===== src/common/noc_pkg.sv =====
package noc_pkg;

  localparam int NUM_PORTS = 4;

  // every output port arbitrates among all inputs except its own
  localparam int NUM_CAND = NUM_PORTS - 1;

  typedef logic [15:0] flit_t;
  typedef logic [7:0]  node_addr_t;
  typedef logic [7:0]  flit_len_t;
  typedef logic [1:0]  port_idx_t;
  typedef logic [NUM_CAND-1:0] grant_t;

  typedef struct packed {
    logic  valid;
    flit_t flit;
  } link_t;

  typedef enum logic [2:0] {
    DIR_N,
    DIR_S,
    DIR_E,
    DIR_W,
    DIR_LOCAL
  } dir_e;

  // names the side of the mesh where this node has no neighbour
  typedef enum logic [1:0] {
    EDGE_TOP,
    EDGE_BOTTOM,
    EDGE_RIGHT,
    EDGE_LEFT
  } edge_e;

  typedef enum logic {
    ARB_IDLE,
    ARB_BUSY
  } arb_state_e;

  // north is the larger Y, east the larger X
  function automatic edge_e edge_of_node(int node_x, int node_y, int mesh_w, int mesh_h);
    if (node_y == mesh_h - 1) begin
      return EDGE_TOP;
    end else if (node_y == 0) begin
      return EDGE_BOTTOM;
    end else if (node_x == mesh_w - 1) begin
      return EDGE_RIGHT;
    end
    return EDGE_LEFT;
  endfunction

  // on top and bottom nodes port 0 is the vertical neighbour, then east and west;
  // on right and left nodes it is north, south, then the horizontal neighbour
  function automatic port_idx_t port_of_dir(dir_e dir, edge_e node_edge);
    if (dir == DIR_LOCAL) begin
      return port_idx_t'(3);
    end
    if (node_edge == EDGE_TOP || node_edge == EDGE_BOTTOM) begin
      case (dir)
        DIR_E:   return port_idx_t'(1);
        DIR_W:   return port_idx_t'(2);
        default: return port_idx_t'(0);
      endcase
    end
    case (dir)
      DIR_N:   return port_idx_t'(0);
      DIR_S:   return port_idx_t'(1);
      default: return port_idx_t'(2);
    endcase
  endfunction

  // input port seen as candidate k by output port out_port
  function automatic int cand_port(int out_port, int k);
    return (k < out_port) ? k : k + 1;
  endfunction

endpackage


===== src/verilog/flit_fifo.sv =====
module flit_fifo
  import noc_pkg::*;
#(
  parameter int FIFO_DEPTH = 4
)
(
  input  logic  clk_i,
  input  logic  arst_n_i,
  input  logic  push_i,
  input  flit_t push_flit_i,
  input  logic  pop_i,
  output flit_t head_flit_o,
  output logic  head_valid_o,
  output logic  full_o
);

  localparam int PTR_W = (FIFO_DEPTH > 1) ? $clog2(FIFO_DEPTH) : 1;
  localparam int CNT_W = $clog2(FIFO_DEPTH + 1);

  typedef logic [PTR_W-1:0] ptr_t;
  typedef logic [CNT_W-1:0] cnt_t;

  flit_t mem_q [FIFO_DEPTH];
  ptr_t  rd_ptr_q;
  ptr_t  wr_ptr_q;
  cnt_t  count_q;
  logic  do_push;
  logic  do_pop;

  function automatic ptr_t ptr_inc(ptr_t ptr);
    return (ptr == ptr_t'(FIFO_DEPTH - 1)) ? '0 : ptr + 1'b1;
  endfunction

  assign full_o       = (count_q == cnt_t'(FIFO_DEPTH));
  assign head_valid_o = (count_q != '0);
  assign head_flit_o  = mem_q[rd_ptr_q];

  assign do_push = push_i && !full_o;
  assign do_pop  = pop_i && head_valid_o;

  always_ff @(posedge clk_i) begin
    if (do_push) begin
      mem_q[wr_ptr_q] <= push_flit_i;
    end
  end

  always_ff @(posedge clk_i or negedge arst_n_i) begin
    if (!arst_n_i) begin
      rd_ptr_q <= '0;
      wr_ptr_q <= '0;
      count_q  <= '0;
    end else begin
      if (do_push) begin
        wr_ptr_q <= ptr_inc(wr_ptr_q);
      end
      if (do_pop) begin
        rd_ptr_q <= ptr_inc(rd_ptr_q);
      end
      // a push and a pop in the same cycle leave the count as it is
      case ({do_push, do_pop})
        2'b10:   count_q <= count_q + 1'b1;
        2'b01:   count_q <= count_q - 1'b1;
        default: count_q <= count_q;
      endcase
    end
  end

endmodule


===== src/verilog/flit_tracker.sv =====
module flit_tracker
  import noc_pkg::*;
#(
  parameter int NODE_X = 4,
  parameter int NODE_Y = 4,
  parameter int MESH_W = 4,
  parameter int MESH_H = 4
)
(
  input  logic      clk_i,
  input  logic      arst_n_i,
  input  flit_t     head_flit_i,
  input  logic      head_valid_i,
  input  logic      pop_i,
  output logic      req_o,
  output port_idx_t req_port_o,
  output logic      last_o
);

  localparam edge_e      NODE_EDGE  = edge_of_node(NODE_X, NODE_Y, MESH_W, MESH_H);
  localparam node_addr_t LOCAL_ADDR = node_addr_t'(NODE_Y * 16 + NODE_X);

  flit_len_t  remaining_q;
  port_idx_t  held_port_q;
  logic       is_header;
  node_addr_t dest_addr;
  flit_len_t  head_len;
  dir_e       route_dir;
  port_idx_t  route_port;

  // nothing left of the previous packet means the head flit starts a new one
  assign is_header = (remaining_q == '0);
  assign dest_addr = head_flit_i[7:0];
  assign head_len  = head_flit_i[15:8];

  // dimension order routing, X is resolved before Y
  always_comb begin
    if (dest_addr[3:0] < LOCAL_ADDR[3:0]) begin
      route_dir = DIR_W;
    end else if (dest_addr[3:0] > LOCAL_ADDR[3:0]) begin
      route_dir = DIR_E;
    end else if (dest_addr[7:4] < LOCAL_ADDR[7:4]) begin
      route_dir = DIR_S;
    end else if (dest_addr[7:4] > LOCAL_ADDR[7:4]) begin
      route_dir = DIR_N;
    end else begin
      route_dir = DIR_LOCAL;
    end
  end

  assign route_port = port_of_dir(route_dir, NODE_EDGE);

  assign req_o      = head_valid_i;
  assign req_port_o = is_header ? route_port : held_port_q;

  // a length of zero is handled as a single flit packet
  assign last_o = head_valid_i &&
                  (is_header ? (head_len <= flit_len_t'(1)) : (remaining_q == flit_len_t'(1)));

  always_ff @(posedge clk_i or negedge arst_n_i) begin
    if (!arst_n_i) begin
      remaining_q <= '0;
    end else if (pop_i) begin
      if (is_header) begin
        remaining_q <= (head_len > flit_len_t'(1)) ? head_len - flit_len_t'(1) : '0;
      end else begin
        remaining_q <= remaining_q - flit_len_t'(1);
      end
    end
  end

  // body flits follow the port their header was routed to
  always_ff @(posedge clk_i) begin
    if (pop_i && is_header) begin
      held_port_q <= route_port;
    end
  end

endmodule


===== src/output_port/output_port.sv =====
module output_port
  import noc_pkg::*;
#(
  parameter int OUT_PORT = 0
)
(
  input  logic                   clk_i,
  input  logic                   arst_n_i,
  input  logic  [NUM_CAND-1:0]   req_i,
  input  logic  [NUM_CAND-1:0]   last_i,
  input  flit_t [NUM_CAND-1:0]   cand_flit_i,
  input  logic                   full_i,
  output grant_t                 grant_o,
  output link_t                  link_o
);

  typedef logic [1:0] cand_idx_t;

  arb_state_e state_q;
  arb_state_e state_d;
  cand_idx_t  rr_ptr_q;
  cand_idx_t  rr_ptr_d;
  grant_t     owner_q;
  grant_t     owner_d;
  grant_t     rr_pick;
  logic       grant_last;
  flit_t      sel_flit;
  logic       link_valid_q;
  flit_t      link_flit_q;

  if (OUT_PORT < 0 || OUT_PORT >= NUM_PORTS) begin : g_bad_port
    $error("output_port: OUT_PORT %0d is not a port of the node", OUT_PORT);
  end

  // first requester at or after the pointer, which sits just past the last winner
  function automatic grant_t rr_first(logic [NUM_CAND-1:0] req, cand_idx_t ptr);
    grant_t pick;
    int     idx;
    pick = '0;
    for (int i = NUM_CAND - 1; i >= 0; i--) begin
      idx = (int'(ptr) + i) % NUM_CAND;
      if (req[idx]) begin
        pick = grant_t'(1) << idx;
      end
    end
    return pick;
  endfunction

  function automatic cand_idx_t ptr_after(grant_t winner);
    cand_idx_t ptr;
    ptr = '0;
    for (int k = 0; k < NUM_CAND; k++) begin
      if (winner[k]) begin
        ptr = cand_idx_t'((k + 1) % NUM_CAND);
      end
    end
    return ptr;
  endfunction

  assign rr_pick = rr_first(req_i, rr_ptr_q);

  always_comb begin
    state_d  = state_q;
    owner_d  = owner_q;
    rr_ptr_d = rr_ptr_q;
    grant_o  = '0;
    case (state_q)
      ARB_IDLE: begin
        if (!full_i) begin
          grant_o = rr_pick;
        end
      end
      ARB_BUSY: begin
        // an empty owner FIFO gives no flit, but the lock stays
        if (!full_i) begin
          grant_o = owner_q & req_i;
        end
      end
      default: begin
        state_d = ARB_IDLE;
      end
    endcase
    grant_last = |(grant_o & last_i);
    if (|grant_o) begin
      if (grant_last) begin
        state_d  = ARB_IDLE;
        rr_ptr_d = ptr_after(grant_o);
      end else begin
        state_d = ARB_BUSY;
        owner_d = grant_o;
      end
    end
  end

  always_comb begin
    sel_flit = '0;
    for (int k = 0; k < NUM_CAND; k++) begin
      sel_flit = sel_flit | (cand_flit_i[k] & {$bits(flit_t){grant_o[k]}});
    end
  end

  always_ff @(posedge clk_i or negedge arst_n_i) begin
    if (!arst_n_i) begin
      state_q      <= ARB_IDLE;
      owner_q      <= '0;
      rr_ptr_q     <= '0;
      link_valid_q <= 1'b0;
    end else begin
      state_q      <= state_d;
      owner_q      <= owner_d;
      rr_ptr_q     <= rr_ptr_d;
      link_valid_q <= |grant_o;
    end
  end

  always_ff @(posedge clk_i) begin
    if (|grant_o) begin
      link_flit_q <= sel_flit;
    end
  end

  assign link_o.valid = link_valid_q;
  assign link_o.flit  = link_flit_q;

endmodule


===== src/verilog/node4.sv =====
module node4
  import noc_pkg::*;
#(
  parameter int NODE_X     = 4,
  parameter int NODE_Y     = 4,
  parameter int MESH_W     = 4,
  parameter int MESH_H     = 4,
  parameter int FIFO_DEPTH = 4
)
(
  input  logic                         clk_i,
  input  logic                         arst_n_i,
  input  link_t     [NUM_PORTS-1:0]    link_i,
  output logic      [NUM_PORTS-1:0]    full_o,
  output link_t     [NUM_PORTS-1:0]    link_o,
  input  logic      [NUM_PORTS-1:0]    full_i
);

  flit_t     [NUM_PORTS-1:0] head_flit;
  logic      [NUM_PORTS-1:0] head_valid;
  logic      [NUM_PORTS-1:0] req;
  port_idx_t [NUM_PORTS-1:0] req_port;
  logic      [NUM_PORTS-1:0] last;
  logic      [NUM_PORTS-1:0] pop;
  grant_t    [NUM_PORTS-1:0] grant;

  for (genvar p = 0; p < NUM_PORTS; p++) begin : g_in
    flit_fifo #(
      .FIFO_DEPTH (FIFO_DEPTH)
    ) u_fifo (
      .clk_i        (clk_i),
      .arst_n_i     (arst_n_i),
      .push_i       (link_i[p].valid),
      .push_flit_i  (link_i[p].flit),
      .pop_i        (pop[p]),
      .head_flit_o  (head_flit[p]),
      .head_valid_o (head_valid[p]),
      .full_o       (full_o[p])
    );

    flit_tracker #(
      .NODE_X (NODE_X),
      .NODE_Y (NODE_Y),
      .MESH_W (MESH_W),
      .MESH_H (MESH_H)
    ) u_tracker (
      .clk_i        (clk_i),
      .arst_n_i     (arst_n_i),
      .head_flit_i  (head_flit[p]),
      .head_valid_i (head_valid[p]),
      .pop_i        (pop[p]),
      .req_o        (req[p]),
      .req_port_o   (req_port[p]),
      .last_o       (last[p])
    );
  end

  for (genvar q = 0; q < NUM_PORTS; q++) begin : g_out
    logic  [NUM_CAND-1:0] cand_req;
    logic  [NUM_CAND-1:0] cand_last;
    flit_t [NUM_CAND-1:0] cand_flit;

    // an input only bids for the output its head flit is routed to
    for (genvar k = 0; k < NUM_CAND; k++) begin : g_cand
      localparam int IN = cand_port(q, k);
      assign cand_req[k]  = req[IN] && (req_port[IN] == port_idx_t'(q));
      assign cand_last[k] = last[IN];
      assign cand_flit[k] = head_flit[IN];
    end

    output_port #(
      .OUT_PORT (q)
    ) u_out (
      .clk_i       (clk_i),
      .arst_n_i    (arst_n_i),
      .req_i       (cand_req),
      .last_i      (cand_last),
      .cand_flit_i (cand_flit),
      .full_i      (full_i[q]),
      .grant_o     (grant[q]),
      .link_o      (link_o[q])
    );
  end

  // at most one output grants a given input, since it requests only one port
  always_comb begin
    pop = '0;
    for (int q = 0; q < NUM_PORTS; q++) begin
      for (int k = 0; k < NUM_CAND; k++) begin
        if (grant[q][k]) begin
          pop[cand_port(q, k)] = 1'b1;
        end
      end
    end
  end

endmodule


===== config.mk =====
export PLATFORM = sky130hd
export DESIGN_NAME = node4
export DESIGN_NICKNAME = d
export VERILOG_FILES = /design/src/common/noc_pkg.sv /design/src/verilog/flit_fifo.sv /design/src/verilog/flit_tracker.sv /design/src/output_port/output_port.sv /design/src/verilog/node4.sv
export SDC_FILE = /design/constraint.sdc
export NUM_CORES = 1
export LEC_CHECK = 0
export BUFFER_PORTS_ARGS = -buffer_cell sky130_fd_sc_hd__buf_4
export CAP_MARGIN = 40
export CORE_AREA = 5 5 204 206
export DETAILED_ROUTE_END_ITERATION = 6
export DIE_AREA = 0 0 209 211
export PLACE_DENSITY = 0.66
export SLEW_MARGIN = 30
export SYNTH_ARGS = -nofsm -noshare
export SYNTH_HDL_FRONTEND = slang
export SYNTH_SLANG_ARGS = --single-unit

===== constraint.sdc =====
create_clock -name clk_i -period 5.85 [get_ports clk_i]
set_input_delay 0.8775 -clock clk_i [delete_from_list [all_inputs] [get_ports clk_i]]
set_output_delay 0.8775 -clock clk_i [all_outputs]
set_load 0.02 [all_outputs]

Word level (Yosys, flattened, before mapping)
Memory sizes are Yosys's and may differ from the RTL's.
Index checks and enable logic that the tools add are counted.
Widths: inputs -> output; s select.
Storage, ports and cells
  register bits: 160
  memory bits (writable): 256
  input port bits: 74
  output and inout port bits: 72
  logic and storage cells: 436
  memories: 4
Operators by class
  add/sub/neg operators: 32
  divide/modulo/power cells: 12
  order comparisons: 36
  equal/unequal tests: 41
  shifts and indexed selects: 12
  multiplexer cells: 156
  bitwise logic cells: 36
  reduce and logical (&&, ||, !) cells: 67
Memory list
  g_in[0].u_fifo.mem_q: words 4, bits a word 16, rd ports 1, clocked after Yosys merged registers in 0, write ports 1, RTL line flit_fifo.sv:23  | flit_t mem_q [FIFO_DEPTH];
  g_in[1].u_fifo.mem_q: words 4, bits a word 16, rd ports 1, clocked after Yosys merged registers in 0, write ports 1, RTL line flit_fifo.sv:23
  g_in[2].u_fifo.mem_q: words 4, bits a word 16, rd ports 1, clocked after Yosys merged registers in 0, write ports 1, RTL line flit_fifo.sv:23
  g_in[3].u_fifo.mem_q: words 4, bits a word 16, rd ports 1, clocked after Yosys merged registers in 0, write ports 1, RTL line flit_fifo.sv:23
Operators with widths (count)
  $lt 32x4->1 const B: 12
  $shl 1x32->3 const A: 12
  $mod 32x3->32 const B: 8
  $and 16x16->16: 12
  $mod 3x3->32 const B: 4
  $or 16x16->16: 8
  $mux 3: 36
  $mux 8: 8
  $sub 8x1->8 const B: 8
  $mux 1: 60
  $mux 2: 28
  $pmux 3 s2: 8
  $eq 2x2->1 const B: 18
  $eq 8x1->1 const B: 4
  $gt 4x3->1 const B: 8
  $gt 8x1->1 const B: 4
  $le 8x1->1 const B: 4
  $logic_not 8->1: 4
  $lt 4x3->1 const B: 8
  $logic_and 1x1->1: 28
  $and 3x3->3: 8
  $bmux 1 s2: 12
  $eq 3x3->1 const B: 8
  $reduce_or 3->1: 8
  other kinds (15): 74

Depth between registers and ports, before layout
An unclocked memory read counts as a cell.
  depth after elaboration: 26
  gate-level depth with buffers: 17
  mapped depth without buffers: 16

Modules after synthesis
Synthesis repeated with hierarchy kept, for this count alone.
Unflattened totals
  cell total of the unflattened synthesis: 1469
  area total of the unflattened synthesis: 20480.9 um^2
By module, submodules not included
  flit_fifo at g_in[0].u_fifo ...: instances 3, cells an instance 124, area each 2806.4 um^2, sequential area each 2097.0 um^2
  output_port: instances 4, cells an instance 152, area each 1485.2 um^2, sequential area each 655.6 um^2
  flit_tracker: instances 4, cells an instance 87, area each 808.3 um^2, sequential area each 260.2 um^2
  flit_fifo at g_in[3].u_fifo: instances 1, cells an instance 125, area each 2768.9 um^2, sequential area each 2097.0 um^2
  node4: instances 1, cells an instance 16, area each 118.9 um^2, sequential area each 0.0 um^2

Worst setup path after synthesis
OpenSTA, ideal clock, no wires.
  path type: register to register
  start point: register g_in[0].u_fifo.rd_ptr_q[1]
  end point: register g_in[0].u_fifo.count_q[2]
  setup time: 0.079 ns
  data arrival time: 4.206 ns
  data required time: 5.771 ns
  setup slack: 1.565 ns
  cell stages (with the launch flop): 17
  path buffers: 2
  clock period less this slack: 4.285 ns
  cells stage by stage: dfrtp_1 -> clkbuf_1 -> clkbuf_1 -> mux4_2 -> or3b_2 -> nor4b_1 -> o21ai_0 -> or2_2 -> a221oi_2 -> a211oi_2 -> nor2_1 -> ha_1 -> inv_1 -> fa_1 -> xor2_1 -> nor2_1 -> xor2_1
On the way
  word-level cells in the longest chain between the ends: 26
  elaborated cells between the ends (all ways): 78
  classes of those cells: 4 x order compare; 7 x eq/ne; 57 x mux; 3 x bitwise; 6 x reduce/logical; 1 x memory
Ends and longest elaborated chain
  start: declaration: RTL line flit_fifo.sv:24  | ptr_t rd_ptr_q;
  start signal: assignment: RTL line flit_fifo.sv:57  | rd_ptr_q <= ptr_inc(rd_ptr_q);
  $mem_v2 4x16 *
  $gt 4x3->1: RTL line flit_tracker.sv:44  | end else if (dest_addr[7:4] > LOCAL_ADDR[7:4]) begin
  $mux 3: RTL line flit_tracker.sv:44
  $mux 3: RTL line flit_tracker.sv:42  | end else if (dest_addr[7:4] < LOCAL_ADDR[7:4]) begin
  $mux 3: RTL line flit_tracker.sv:40  | end else if (dest_addr[3:0] > LOCAL_ADDR[3:0]) begin
  $mux 3 *: RTL line flit_tracker.sv:38  | if (dest_addr[3:0] < LOCAL_ADDR[3:0]) begin
  $eq 3x1->1, or another cell as far along: RTL line noc_pkg.sv:65  | case (dir)
  $pmux 2 s2 or $mux 1 (tied branches): RTL line noc_pkg.sv:65, noc_pkg.sv:55
  (+10 left out)
  $mux 3: RTL line output_port.sv:69  | if (!full_i) begin
  $pmux 3 s2: RTL line output_port.sv:67  | case (state_q)
  $mux 1 (2 in a row): RTL line node4.sv:90  | if (grant[q][k]) begin
  $mux 1 *: RTL line node4.sv:90
  $logic_and 1x1->1 *: RTL line flit_fifo.sv:39  | assign do_pop = pop_i && head_valid_o;
  net g_in[0].u_fifo.do_pop: RTL line flit_fifo.sv:28  | logic do_pop;
  $eq 2x1->1 or $eq 2x2->1 (tied branches): RTL line flit_fifo.sv:60  | case ({do_push, do_pop})
  $pmux 3 s2 or $reduce_bool 2->1 (tied branches)
  end signal: assignment: RTL line flit_fifo.sv:61  | 2'b10: count_q <= count_q + 1'b1;
  end signal: assignment: RTL line flit_fifo.sv:62  | 2'b01: count_q <= count_q - 1'b1;
  end signal: assignment: RTL line flit_fifo.sv:63  | default: count_q <= count_q;
  end: declaration: RTL line flit_fifo.sv:26  | cnt_t count_q;
The timed path passes the listed nets; every way through them passes the cells marked *. The select of a mux whose other input is x is not followed.
A chain may end at the register's enable or synchronous reset.

Final worst setup path
  start point: register g_in[0].u_fifo.rd_ptr_q[0]
  end point: register g_in[2].u_fifo.count_q[1]
On the way
  word-level cells in the longest chain between the ends: 25
  elaborated cells between the ends (all ways): 55
  classes of those cells: 4 x order compare; 6 x eq/ne; 39 x mux; 5 x reduce/logical; 1 x memory
Ends and longest elaborated chain (RTL line)
  $mem_v2 4x16 *
  $gt 4x3->1: flit_tracker.sv:44
  $mux 3: flit_tracker.sv:44
  $mux 3: flit_tracker.sv:42
  $mux 3: flit_tracker.sv:40
  $mux 3 *: flit_tracker.sv:38
  $eq 3x1->1, or another cell as far along: noc_pkg.sv:65
  $pmux 2 s2 or $mux 1 (tied branches): noc_pkg.sv:65, noc_pkg.sv:55
  (+10 left out)
  $mux 3: output_port.sv:69
  $pmux 3 s2: output_port.sv:67
  $mux 1: node4.sv:90
  $mux 1 *: node4.sv:90
  $logic_and 1x1->1 *: flit_fifo.sv:39
  net g_in[2].u_fifo.do_pop: flit_fifo.sv:28
  $eq 2x1->1 or $eq 2x2->1 (tied branches): flit_fifo.sv:60
  $pmux 3 s2 or $reduce_bool 2->1 (tied branches)
  end signal: assignment: flit_fifo.sv:61
  end signal: assignment: flit_fifo.sv:62
  end signal: assignment: flit_fifo.sv:63
  end: declaration: flit_fifo.sv:26
Marked as above.

==> metrics.yaml <==
pwr:
  pwr-share-seq: 0.398
  power.density_nw_per_um2: 493
  sw_frac_of_total: 0.371
  netSwitchingPower_mw: 4.18
  p_int_mw: 7.10
  ir_drop_mv: 0.338
  pwr-share-comb: 0.357
  clockPowerShare: 0.245
  p_leak_nw: 8.79
sta:
  fin_setup_tns_ns: 0
  max_freq_ghz: 0.201
  grt_setup_unrepaired: "no"
  period_share: 0.851
  finalSetupViolations: 0
  skew_ns: 0.0264
  min_period_ns: 4.98
  slew_viol_final: 0
  max-slew-margin-rel: 0.463
  hold_violations: 0
  worst_slew_pin_slew_ns: 0.806
clock_network:
  cts_made_buffers: 45
  clk_pin_slew_ns: 0.06
  clockRootBuffer: "clkbuf_16"
  postCtsSetupBuffers: 0
  cts_resized: 0
  clkSinkCount: 416
  cts_tree: "built"
  cts_hold_buffers: 0
  insertion_delay_ns: 0.58
  cts_buffer_depth: 3
  htree_levels: 2
run_status:
  status: "finished, violations left"
  violations: "design-rule violations"
floorplan:
  start_util: 0.495
  die_area_um2: 44100
  die_w_um: 209
  io_pins: 146
  coreArea_um2: 39500
  die_y_um: 211
  num_rows: 73
layout:
  antenna_cells: 0
  final_cells: 2174
  nFillCells: 3105
  final_layout_size_suffix_gt1_frac: 0.214
  areaGrowthSynthToFinish_pct: 17.1
  layout.nets: 1743
placed_design:
  dpl.hpwl_um: 38200
  gp_congestion: 0.966
  port_buffers: 145
  dp.cells: 2080
flow_run:
  maxCapViolations: 0
yosys:
  synth_top_cell_by_area: "edfxtp_1"
  syn_area_um2: 19500
  synth_top_cell_area_share: 0.504
  yosysWarnings: 0
  synth-edff-count: 328
  synth.avg_cell_area_um2: 13.6
  synthTopCellsByArea: "edfxtp_1 (50%), dfrtp_1 (11%), mux4_2 (7.4%)"
  synthCells: 1442
  async_flop_share: 0.212
  syn-num-nets: 1572
  synth-seq-cells: 416
  yosysMostFrequentCell: "edfxtp_1"
  synth_common_cells: "edfxtp_1 (328), inv_1 (131), dfrtp_1 (88)"
  synth-seq-area-share: 0.617
  ys_types: 85
  synth-main-ff-cell: "edfxtp_1"
grt:
  grt_pass1_wl_um: 81200
  grt.overflow.total: 0
  grt_pass1_vias: 13200
  antenna_found_initial: 0
  grt_max_degree: 50
  grt_usage: 0.241
critical_path:
  worstPathRequired_ns: 6.34
  critical_path.max_fanout: 12
  reg2reg_from: "g_in[0].u_fifo.rd_ptr_q[0]$_DFFE_PN0P_"
  worst-setup-path-type: "reg2reg"
  critPathLaunchType: "register"
  rr_worst_depth: 12
  cp-end-kind: "register"
  crit_arrival_ns: 5.47
  startpoint: "g_in[0].u_fifo.rd_ptr_q[0]$_DFFE_PN0P_"
routing:
  routed-via-count: 13400
  avgRoutedWirePerCell_um: 24.8
  drtIter0Drc: 1988
  drt_first_pass_iters: 7
  finalWirelength_um: 53900
  ant_nets: 0
  detail_route.vias_per_cell: 6.17
  drc: 15
hold_path:
  hp-class: "in2async"
[metrics by stage]
step / util / power (mW) / setup slack (ns) / cell area [um^2] / hold WS, ns
global route: 0.580 / 11.8 / 0.552 / 22900 / 0.335
CTS: 0.577 / 11.3 / 0.965 / 22800 / 0.301
global placement: 0.538 / 8.35 / 1.14 / 21200 / 0.472
detailed placement: 0.541 / 8.48 / 0.999 / 21300 / 0.483
floorplan: - / 6.95 / 1.56 / 19500 / 0.457
finish: 0.580 / 11.3 / 0.871 / 22900 / 0.300
[cell type report]
type	instances	area [um^2]	share of cell area
multi-input combinational	824	6720	0.293
timing repair buffer	195	1530	0.0669
clock inverter	18	169	0.00738
clock buffer	65	1270	0.0556
sequential	416	12100	0.526
tap	525	657	0.0287
inverter	131	492	0.0215
[critical path, cell delays in order (launching register included)]
cell	delay [ns]
dfrtp_1	0.72
mux4_2	0.69
nor4b_2	0.60
nor4b_1	0.42
o221ai_1	0.33
o31ai_1	0.34
a21oi_2	0.11
nor3_1	0.56
inv_1	0.22
ha_1	0.27
inv_1	0.07
fa_1	0.39
o21ai_0	0.16
[routing by layer]
| layer | vias to the layer above | global-route usage | share of wire |
|---|---|---|---|
| li1 | 5912 | - | - |
| met1 | 6670 | 0.335 | 0.41 |
| met2 | 704 | 0.370 | 0.45 |
| met3 | 130 | 0.0550 | 0.090 |
| met4 | 0 | 0.105 | 0.047 |
| met5 | - | 0 | 0 |
[state kept, by name, summed over array words and instances, names as in the netlist]
signal / flops
g_out.u_out.link_valid_q: 4
g_in.u_fifo.rd_ptr_q: 8
g_out.u_out.link_flit_q: 64
g_in.u_fifo.count_q: 12
g_in.u_fifo.mem_q: 256
g_out.u_out.owner_q: 12
g_in.u_fifo.wr_ptr_q: 8
g_in.u_tracker.held_port_q: 8
g_in.u_tracker.remaining_q: 32
g_out.u_out.state_q: 4
g_out.u_out.rr_ptr_q: 8
[logic make-up after synthesis]
logic type               Yosys count  share of synthesized area
AND/OR/NAND/NOR                  337                     0.0883
multiplexers                      72                     0.0782
buffers and inverters            202                     0.0421
adder cells (fa/ha/maj)           56                     0.0374
AO/OA/AOI/OAI                    319                      0.119
flip-flops                       416                      0.617
XOR/XNOR                          40                     0.0179
[power by group through the flow]
stage	Clock (mW)	Combinational [mW]	Sequential [mW]
finish	2.76	4.02	4.49
global route	2.95	4.30	4.57
CTS	2.82	3.94	4.50
detailed placement	0	3.92	4.55
global placement	0	3.82	4.53
floorplan	0	2.58	4.37
[cell usage in the layout (no fill, tap or decap), types with 15 or more instances in the layout]
cell type / instances
nor3_1: 35
nor2_1: 82
buf_6: 16
xnor2_1: 17
a31oi_1: 21
mux4_2: 64
nand2b_1: 20
clkbuf_16: 46
a222oi_1: 57
ha_1: 52
o21ai_0: 68
inv_1: 131
and2_1: 19
a21oi_1: 41
edfxtp_1: 328
xor2_1: 23
dfrtp_1: 88
nand2_1: 76
nand3_1: 15
buf_4: 174
[final timing paths]
path	to	slack, ns
worst max-delay path	g_in[2].u_fifo.count_q[1]$_DFFE_PN0P_	0.87
worst min-delay path	g_in[0].u_fifo.wr_ptr_q[0]$_DFFE_PN0P_	0.30
worst max register to register	g_in[2].u_fifo.count_q[1]$_DFFE_PN0P_	0.87
worst min register to register	g_in[3].u_fifo.count_q[0]$_DFFE_PN0P_	0.50
max in group asynchronous	g_in[3].u_fifo.rd_ptr_q[1]$_DFFE_PN0P_	4.33
min in group clk_i	g_in[1].u_fifo.mem_q[2][14]$_DFFE_PP_	0.49
Power figures use the tool's default switching activity.
